--- src/design/csr_pkg.sv ---
// trap csr types: mtvec with its mode and mcause

`default_nettype none

package csr_pkg;

    // low two bits of mtvec
    typedef enum logic [1:0] {
        MTVEC_DIRECT   = 2'd0, // every trap goes to base
        MTVEC_VECTORED = 2'd1  // trap goes to base + 4 * cause
    } mtvec_mode_t;

    // base is word aligned, so only the upper 30 bits are stored
    typedef struct packed {
        logic [29:0] base;
        mtvec_mode_t mode;
    } mtvec_t;

    typedef struct packed {
        logic        interrupt; // set for interrupts, clear for exceptions
        logic [30:0] trap_code; // exception or interrupt number
    } mcause_t;

endpackage

`default_nettype wire

--- src/design/riscv_pkg.sv ---
// fetch side types: redirect source select and the
// pipelined wishbone request/response bundles

`default_nettype none

package riscv_pkg;

    // where the next pc comes from on a redirect
    typedef enum logic [1:0] {
        PC_JUMP = 2'd0, // jump or taken branch
        PC_MEPC = 2'd1, // mret, back to the interrupted instruction
        PC_TRAP = 2'd2  // exception or interrupt entry through mtvec
    } pc_sel_t;

    // master to slave
    // read-only master, so no write data travels here
    typedef struct packed {
        logic        cyc;  // bus cycle in progress
        logic        stb;  // request strobe
        logic        we;   // always low for fetch
        logic [3:0]  sel;  // byte lanes
        logic [31:0] addr; // byte address
    } wb_req_t;

    // slave to master
    typedef struct packed {
        logic        stall; // request not taken this cycle
        logic        ack;   // one per accepted request, in order
        logic [31:0] rdata; // read word, qualified by ack
    } wb_rsp_t;

endpackage

`default_nettype wire

--- src/design/sync_fifo.sv ---
// synchronous power-of-two fifo with clear, full/empty flags and fill count

`default_nettype none

module sync_fifo #(
    parameter int unsigned BW                    = 32,
    parameter int unsigned INSTR_BUFFER_SIZE_POT = 3  // log2 of the depth
) (
    input  wire                             clk_i,
    input  wire                             rstn_i,
    input  wire                             clear_i,      // drop everything, wins over wr/rd
    input  wire                             wr_i,
    input  wire  [BW-1:0]                   data_i,
    input  wire                             rd_i,
    output logic [BW-1:0]                   data_o,       // word at the read pointer
    output logic                            full_o,
    output logic                            empty_o,
    output logic [INSTR_BUFFER_SIZE_POT:0]  fill_count_o
);

    localparam int unsigned DEPTH = 2**INSTR_BUFFER_SIZE_POT;

    logic [BW-1:0] mem [DEPTH];

    // one extra bit tells a full buffer from an empty one
    logic [INSTR_BUFFER_SIZE_POT:0] wr_ptr_q;
    logic [INSTR_BUFFER_SIZE_POT:0] rd_ptr_q;
    logic                           do_wr;
    logic                           do_rd;

    assign fill_count_o = wr_ptr_q - rd_ptr_q;
    assign empty_o      = (wr_ptr_q == rd_ptr_q);
    assign full_o       = fill_count_o[INSTR_BUFFER_SIZE_POT]; // count never exceeds DEPTH

    assign do_wr = wr_i && !full_o;
    assign do_rd = rd_i && !empty_o;

    // read side is a plain mux, the word is visible in the same cycle
    assign data_o = mem[rd_ptr_q[INSTR_BUFFER_SIZE_POT-1:0]];

    always_ff @(posedge clk_i)
    begin
        if (!rstn_i || clear_i)
        begin
            wr_ptr_q <= '0;
            rd_ptr_q <= '0;
        end
        else
        begin
            if (do_wr)
                wr_ptr_q <= wr_ptr_q + 1'b1;
            if (do_rd)
                rd_ptr_q <= rd_ptr_q + 1'b1;
        end
    end

    // storage
    always_ff @(posedge clk_i)
    begin
        if (do_wr)
            mem[wr_ptr_q[INSTR_BUFFER_SIZE_POT-1:0]] <= data_i;
    end

endmodule

`default_nettype wire

--- src/design/wb_prefetch.sv ---
// pipelined wishbone read master with redirect target select,
// stale ack bookkeeping and the instruction fifo towards the cpu

`default_nettype none

module wb_prefetch
    import riscv_pkg::*;
    import csr_pkg::*;
#(
    parameter logic [31:0] BOOT_PC               = 32'h0000_0000,
    parameter int unsigned INSTR_BUFFER_SIZE_POT = 3
) (
    input  wire          clk_i,
    input  wire          rstn_i,
    // wishbone
    output wb_req_t      wb_req_o,
    input  var wb_rsp_t  wb_rsp_i,
    // cpu side
    output logic         valid_o,         // instr_o/pc_o hold an instruction
    output logic [31:0]  instr_o,
    output logic [31:0]  pc_o,            // pc of the presented instruction
    input  wire          stall_i,         // cpu does not take the instruction
    input  wire          flush_cache_i,   // refetch from pc_o
    // redirect
    input  wire          new_pc_en_i,
    input  var pc_sel_t  pc_sel_i,
    input  wire  [31:0]  branch_target_i,
    input  wire  [31:0]  csr_mepc_i,
    input  var mcause_t  mcause_i,
    input  var mtvec_t   mtvec_i
);

    localparam int unsigned CW = INSTR_BUFFER_SIZE_POT + 1; // counter width

    // fifo depth two bits wider than the pot so the usage sum cannot wrap
    localparam logic [CW:0] BUF_DEPTH = {2'b01, {INSTR_BUFFER_SIZE_POT{1'b0}}};

    typedef enum logic [1:0] {BOOT, REQUESTING, BUFFER_FULL} state_t;

    state_t        state_q, state_d;
    logic          cyc, stb;
    logic          req_ok;                // request taken by the slave this edge
    logic          redirect;              // jump/trap/mret or flush
    logic [31:0]   trap_target;
    logic [31:0]   new_pc;
    logic [31:0]   fetch_pc_q, fetch_pc_d;
    logic [31:0]   arch_pc_q, arch_pc_d;

    // useful acks still expected, and acks of requests made before a redirect
    logic [CW-1:0] req_pending_q, req_pending_d;
    logic [CW-1:0] acks_to_ignore_q, acks_to_ignore_d;
    logic [CW:0]   in_use;                // fifo slots already spoken for

    logic          ff_wr, ff_rd;
    logic          ff_empty;
    logic [CW-1:0] ff_fill_count;
    logic [31:0]   ff_rdata;

    assign req_ok   = cyc && stb && !wb_rsp_i.stall;
    assign redirect = new_pc_en_i || flush_cache_i;
    assign in_use   = {1'b0, req_pending_q} + {1'b0, acks_to_ignore_q} + {1'b0, ff_fill_count};

    // vectored mode adds the cause number in words
    always_comb
    begin
        case (mtvec_i.mode)
            MTVEC_VECTORED: trap_target = {mtvec_i.base + mcause_i.trap_code[29:0], 2'b00};
            default:        trap_target = {mtvec_i.base, 2'b00}; // direct and the reserved modes
        endcase
    end

    always_comb
    begin
        case (pc_sel_i)
            PC_MEPC: new_pc = csr_mepc_i;
            PC_TRAP: new_pc = trap_target;
            default: new_pc = branch_target_i;
        endcase
    end

    // fetch fsm
    always_comb
    begin
        state_d    = state_q;
        fetch_pc_d = fetch_pc_q;
        cyc        = 1'b0;
        stb        = 1'b0;

        case (state_q)
            BOOT:
            begin
                fetch_pc_d = BOOT_PC; // one idle cycle out of reset
                state_d    = REQUESTING;
            end
            REQUESTING:
            begin
                cyc = 1'b1;
                stb = 1'b1;
                if (req_ok)
                begin
                    fetch_pc_d = fetch_pc_q + 32'd4; // a stalled request keeps its address
                    if (in_use + 1'b1 >= BUF_DEPTH)
                        state_d = BUFFER_FULL; // that was the last free slot
                end
            end
            BUFFER_FULL:
            begin
                if (in_use < BUF_DEPTH) // a slot came back through a read, clear or ignored ack
                    state_d = REQUESTING;
            end
            default: state_d = BOOT;
        endcase

        // redirect overrides the address while the slot accounting stays with the fsm
        if (new_pc_en_i)
            fetch_pc_d = new_pc;
        else if (flush_cache_i)
            fetch_pc_d = arch_pc_q;
    end

    always_ff @(posedge clk_i)
    begin
        if (!rstn_i)
        begin
            state_q    <= BOOT;
            fetch_pc_q <= BOOT_PC;
        end
        else
        begin
            state_q    <= state_d;
            fetch_pc_q <= fetch_pc_d;
        end
    end

    // wishbone has no abort so acks of old requests are counted out
    always_comb
    begin
        req_pending_d    = req_pending_q;
        acks_to_ignore_d = acks_to_ignore_q;

        if (wb_rsp_i.ack)
        begin
            if (acks_to_ignore_q != '0)
                acks_to_ignore_d = acks_to_ignore_q - 1'b1; // stale one is dropped
            else
                req_pending_d = req_pending_q - 1'b1;        // goes into the fifo
        end

        if (req_ok)
            req_pending_d = req_pending_d + 1'b1;

        if (redirect)
        begin
            acks_to_ignore_d = acks_to_ignore_d + req_pending_d; // every request in flight
            req_pending_d    = '0;
        end
    end

    always_ff @(posedge clk_i)
    begin
        if (!rstn_i)
        begin
            req_pending_q    <= '0;
            acks_to_ignore_q <= '0;
        end
        else
        begin
            req_pending_q    <= req_pending_d;
            acks_to_ignore_q <= acks_to_ignore_d;
        end
    end

    assign ff_wr = wb_rsp_i.ack && (acks_to_ignore_q == '0);
    assign ff_rd = valid_o && !stall_i; // instruction taken by the cpu

    sync_fifo #(
        .BW                    (32),
        .INSTR_BUFFER_SIZE_POT (INSTR_BUFFER_SIZE_POT)
    ) u_instr_fifo (
        .clk_i        (clk_i),
        .rstn_i       (rstn_i),
        .clear_i      (redirect),       // also drops an ack landing at the redirect edge
        .wr_i         (ff_wr),
        .data_i       (wb_rsp_i.rdata),
        .rd_i         (ff_rd),
        .data_o       (ff_rdata),
        .full_o       (),
        .empty_o      (ff_empty),
        .fill_count_o (ff_fill_count)
    );

    // architectural pc follows what the cpu takes
    always_comb
    begin
        arch_pc_d = arch_pc_q;
        if (new_pc_en_i)
            arch_pc_d = new_pc;
        else if (flush_cache_i)
            arch_pc_d = arch_pc_q; // presented instruction is fetched again
        else if (ff_rd)
            arch_pc_d = arch_pc_q + 32'd4;
    end

    always_ff @(posedge clk_i)
    begin
        if (!rstn_i)
            arch_pc_q <= BOOT_PC;
        else
            arch_pc_q <= arch_pc_d;
    end

    assign valid_o = !ff_empty;
    assign instr_o = ff_rdata;
    assign pc_o    = arch_pc_q;

    assign wb_req_o = '{cyc: cyc, stb: stb, we: 1'b0, sel: 4'hf, addr: fetch_pc_q};

endmodule

`default_nettype wire

--- config.mk ---
export PLATFORM = sky130hd
export DESIGN_NAME = wb_prefetch
export DESIGN_NICKNAME = d
export VERILOG_FILES = /design/src/design/csr_pkg.sv /design/src/design/riscv_pkg.sv /design/src/design/sync_fifo.sv /design/src/design/wb_prefetch.sv
export SDC_FILE = /design/constraint.sdc
export NUM_CORES = 1
export LEC_CHECK = 0
export BUFFER_PORTS_ARGS = -buffer_cell sky130_fd_sc_hd__buf_2
export CORE_ASPECT_RATIO = 1.75
export CORE_MARGIN = 4
export CORE_UTILIZATION = 50
export DETAILED_ROUTE_END_ITERATION = 7
export GPL_ROUTABILITY_DRIVEN = 0
export PLACE_DENSITY = 0.73
export SETUP_SLACK_MARGIN = 0.15
export SLEW_MARGIN = 40
export SYNTH_ARGS = -nofsm -noshare
export SYNTH_HDL_FRONTEND = slang
export SYNTH_HIERARCHICAL = 1
export SYNTH_SLANG_ARGS = --single-unit
--- constraint.sdc ---
create_clock -name clk_i -period 6.8 [get_ports clk_i]
set_input_delay 2.04 -clock clk_i [delete_from_list [all_inputs] [get_ports clk_i]]
set_output_delay 2.04 -clock clk_i [all_outputs]
set_load 0.02 [all_outputs]
Word-level counts from Yosys, hierarchy flattened
Memories as Yosys holds them, arrays and structs flattened. A register that Yosys moved wholly into a read port is not among the register bits.
Cells that the tools add are included.
Word-level totals
  memories kept: 1
  input bits: 169
  flip-flop bits (word level): 82
  word-level logic and storage cells: 80
  bits in writable memories: 256
  output and inout port bits: 104
Cells by class
  magnitude comparators: 2
  mux-type cells: 24
  bitwise gates (word level): 1
  eq/ne operators: 11
  add/sub/neg operators: 13
  reduce and logical (&&, ||, !) cells: 21
Memory list
  u_instr_fifo.mem: depth 8, width 32, read ports 1, clocked after memory_dff 1, wr ports 1, line sync_fifo.sv:23  | logic [BW-1:0] mem [DEPTH];
Operators with widths (number)
  $mux 32: 7
  $pmux 32 s2: 2
  $add 32x3->32 const B: 2
  $add 30x30->30: 1
  $mux 4: 6
  $add 4x1->4 const B: 3
  $reduce_bool 4->1: 2
  $sub 4x1->4 const B: 2
  $eq 2x1->1 const B: 3
  $mux 2: 3
  $mux 3: 2
  $ne 2x2->1 const B: 3
  $pmux 2 s3: 1
  $add 4x4->5: 1
  $add 5x1->5 const B: 1
  $add 5x4->5: 1
  $ge 5x4->1 const B: 1
  $logic_and 1x1->1: 5
  $logic_not 1->1: 5
  $lt 5x4->1 const B: 1
  $add 4x4->4: 1
  $eq 2x2->1 const B: 2
  $eq 4x4->1: 1
  $logic_not 4->1: 1
  11 further kinds: 15

Longest topological paths before layout
  depth in word-level cells: 7
  gate-level depth with buffers: 16
  gate-level depth less buffers: 15

Hierarchy
The synthesis kept the hierarchy.
By module, submodules not included
  sync_fifo: cells each 446, area each 10239.8 µm², instances 1
  wb_prefetch: cells each 930, area each 6977.9 µm², instances 1

Worst setup path after synthesis
OpenSTA, ideal clock, no wires.
  path type: input port to flip-flop
  start point: in wb_rsp_i[32] in the netlist's numbering
  end point: mem u_instr_fifo.mem[4][0] (enable)
  path buffers: 1
  library setup time: 0.501 ns
  setup slack: 0.792 ns
  cell stages on the path: 4
  arrival time: 5.506 ns
  data required time: 6.299 ns
  cells stage by stage: and3_1 buf_2 nand2_1 nor4_1
On the way
  word-level cells in the longest chain between the ends: 4
RTL lines
  from (decl): line wb_prefetch.sv:17  | input var wb_rsp_t wb_rsp_i,
  $logic_and 1x1->1: line wb_prefetch.sv:173  | assign ff_wr = wb_rsp_i.ack && (acks_to_ignore_q == '0);
  named net ff_wr: line wb_prefetch.sv:54  | logic ff_wr, ff_rd;
  $logic_and 1x1->1: line sync_fifo.sv:35  | assign do_wr = wr_i && !full_o;
  $mux 1: line sync_fifo.sv:60  | if (do_wr)
  $mux 1 (not written as such): line sync_fifo.sv:61  | mem[wr_ptr_q[INSTR_BUFFER_SIZE_POT-1:0]] <= data_i;
  to (decl): line sync_fifo.sv:23
The timed path passes the listed nets, and every way through them passes these cells.

==> flow_summary.ini <==
[sta]
rsz0062_at_grt = no
fin_worst_skew_ns = 0.0145
max_freq_ghz = 0.206
period_needed_ns = 4.86
slew_violations = 0
setup_viol = 0
finalCritPeriodShare = 0.715
hold_violations = 0
setup_tns_ns = 0
tightest_slew_ns = 0.784
relSlewSlack = 0.477

[clock_tree]
hold_buffers = 0
clock-sinks = 341
cts_max_level = 1
clkLatencyLatePin_ns = 0.56
post-cts-setup-buffers = 0
cts_buffers = 30
cts_tree = built
clk_path_buf_depth = 3
cts_resized = 0
cts.clk_slew.worst_paths_ns = 0.07
ctsRootBufferMaster = clkbuf_16

[critical_path]
r2r_slack_ns = 3.05
slowest_delay_ns = 0.55
cp-start-kind = register
critical_path.slowest_cell = mux4_2
reg2reg_from = u_instr_fifo/wr_ptr_q[2]
path_max_fanout = 27
endpoint = instr_o[25]
worst-path-buf-inv = 4
path_delay_family = buffers and inverters
setup.worst_path.end_class = output port
crit_chain = buf_12, buf_12, buf_4, mux4_2, mux2_2, buf_2
path_class = reg -> out
r2r-end = state_q[1]
crit_path_frequent_cell = buf_12
arrival_ns = 2.82
cp.depth = 6
critPathRequiredTime_ns = 4.76
worstRegToRegCells = 11

[final_layout]
num-fill-cells = 2798
register_area_um2 = 9400
utilization = 0.590
multi_input_area_um2 = 7430
drive_above_1_share = 0.284
fin_nets = 1847
instances_no_fill = 2098
syn_to_final_growth_pct = 16.1
fin_area_um2 = 20000

[yosys]
synthDistinctLibCells = 82
syn_inst = 1376
synth-simple-area-share = 0.0984
ys_seq_elements = 341
seq_area_frac_synth = 0.545
muxShareOfSynthArea = 0.109
ys_warn_count = 6
synthAdderAreaFrac = 0.0442
syn_area_um2 = 17200
synth_compound_area_frac = 0.131
syn_avg_cell_area_um2 = 12.5
synth_enable_flop_cells = 256
synth_flop_cell = edfxtp_1
synth_top_family_by_area = compound AO/OA/AOI/OAI gates
async_flop_share = 0
synth_xor_area_frac = 0.0432

[power]
power_mw = 4.93
power.density_nw_per_um2 = 247
ir_worst_vdd_mv = 0.180
leakagePower_nw = 7.57

[global_routing]
grt_pass1_vias = 13012
grt.total_usage = 0.243
grt_max_degree = 74
gr-total-overflow = 0
antenna_found_initial = 1
grt_pass1_wl_mm = 71.7

[floorplan]
rows = 89
ios = 273
die_area_um2 = 37600
chipHeight_um = 253
die_x_um = 148
initial_utilization = 0.509
core_area_um2 = 33900

[min_path]
holdCritPathClass = reg -> reg

[placed_design]
portBuffers = 265
place_hpwl_mm = 32.5
placed_cells = 2045
placed_cell_area_um2 = 19100

[routing]
wl_per_cell_um = 22.0
dr.pass1.iters = 8
via_count = 12610
vias_per_cell = 6.01
route.detailed.drc = 0
ant_nets = 0
routed_wl_mm = 46.1
drtIter0Drc = 752

[status]
outcome = finished clean

[job]
drv_cap = 0
[logic make-up after synthesis]
logic type | Yosys count
buffers and inverters | 113
muxes | 104
xor gates and xnor gates | 84
other | 2
AOI/OAI and AO/OA | 326
adders and majority gates | 56
and+or+nand+nor | 350
DFF | 341
[worst min path at each step]
stage | start | end | slack, ns | cells past startpoint
finish | pc_o[0] | pc_o[0] | 0.50 | 2
floorplan | state_q[0] | state_q[0] | 0.46 | 1
detailed placement | pc_o[0] | pc_o[0] | 0.49 | 2
global route | state_q[0] | state_q[0] | 0.53 | 1
global placement | pc_o[1] | pc_o[1] | 0.47 | 2
CTS | pc_o[0] | pc_o[0] | 0.50 | 2
[through the flow]
stage	hold WS, ns	setup slack [ns]
after CTS	0.503	1.84
after global routing	0.531	1.77
after global placement	0.474	1.90
after floorplan	0.459	0.792
after detailed placement	0.489	1.83
final	0.499	1.94
[power breakdown]
| part | internal (mW) | leakage, nW | switching [mW] |
|---|---|---|---|
| clock network | 0.869 | 0.422 | 0.719 |
| logic | 0.375 | 4.14 | 0.563 |
| registers | 2.34 | 3.01 | 0.0704 |
[final cells by class]
cell class | instances | share of cell area
Clock buffer | 37 | 0.0399
Tap cell | 455 | 0.0285
Timing Repair Buffer | 291 | 0.0774
Inverter | 33 | 0.00620
Clock inverter | 15 | 0.00576
Sequential cell | 341 | 0.470
Antenna cell | 1 | 0.000125
Multi-Input combinational cell | 925 | 0.372
[metal layers]
layer | global-route usage | up-vias | part of all wire
met1 | 0.259 | 6211 | 0.34
li1 | - | 5785 | -
met5 | 0 | - | 0
met3 | 0.0328 | 127 | 0.060
met2 | 0.457 | 487 | 0.54
met4 | 0.133 | 0 | 0.059
[cells in the final DEF, fill, tap and decap left out, drive strengths merged, types with 5 or more instances in the layout]
master,n
and2,7
a211oi,5
nor2b,13
a222oi,19
edfxtp,256
xnor2,43
o21ai,98
nand4,10
nor4,10
fa,8
nand2,112
a221o,7
ha,48
buf,291
mux2i,7
dfxtp,85
o21a,8
o211ai,9
a21oi,73
clkinv,8
conb,5
nor2,83
a221oi,22
nand2b,8
nand3,38
and3,28
a21boi,11
nor3,15
xor2,41
o31ai,6
a21o,12
mux2,33
a22oi,8
clkinvlp,6
a31oi,7
inv,33
or3,5
mux4,64
o211a,16
clkbuf,37
[sequential cells by signal, summed over array words and instances (netlist names), named ones only]
register               count
u_instr_fifo/mem         256
req_pending_q              4
u_instr_fifo/rd_ptr_q      4
state_q                    2
pc_o                      32
u_instr_fifo/wr_ptr_q      4
acks_to_ignore_q           4
fetch_pc_q                32
[Yosys cell counts, types with 38 or more instances]
master / number / area share
nand3_1: 38 / 0.011
clkbuf_1: 55 / 0.012
xnor2_1: 43 / 0.022
ha_1: 48 / 0.035
a21oi_1: 72 / 0.021
nand2_1: 112 / 0.024
edfxtp_1: 256 / 0.45
dfxtp_1: 85 / 0.099
mux4_2: 64 / 0.084
o21ai_0: 93 / 0.027
xor2_1: 40 / 0.020
nor2_1: 82 / 0.018
[tightest hold or removal path, cell delays in order, from the launching register on]
cell and delay [ns]:
dfxtp_1 0.34, nor2_1 0.05, nor2_1 0.07
Power figures use the tool's default switching activity.
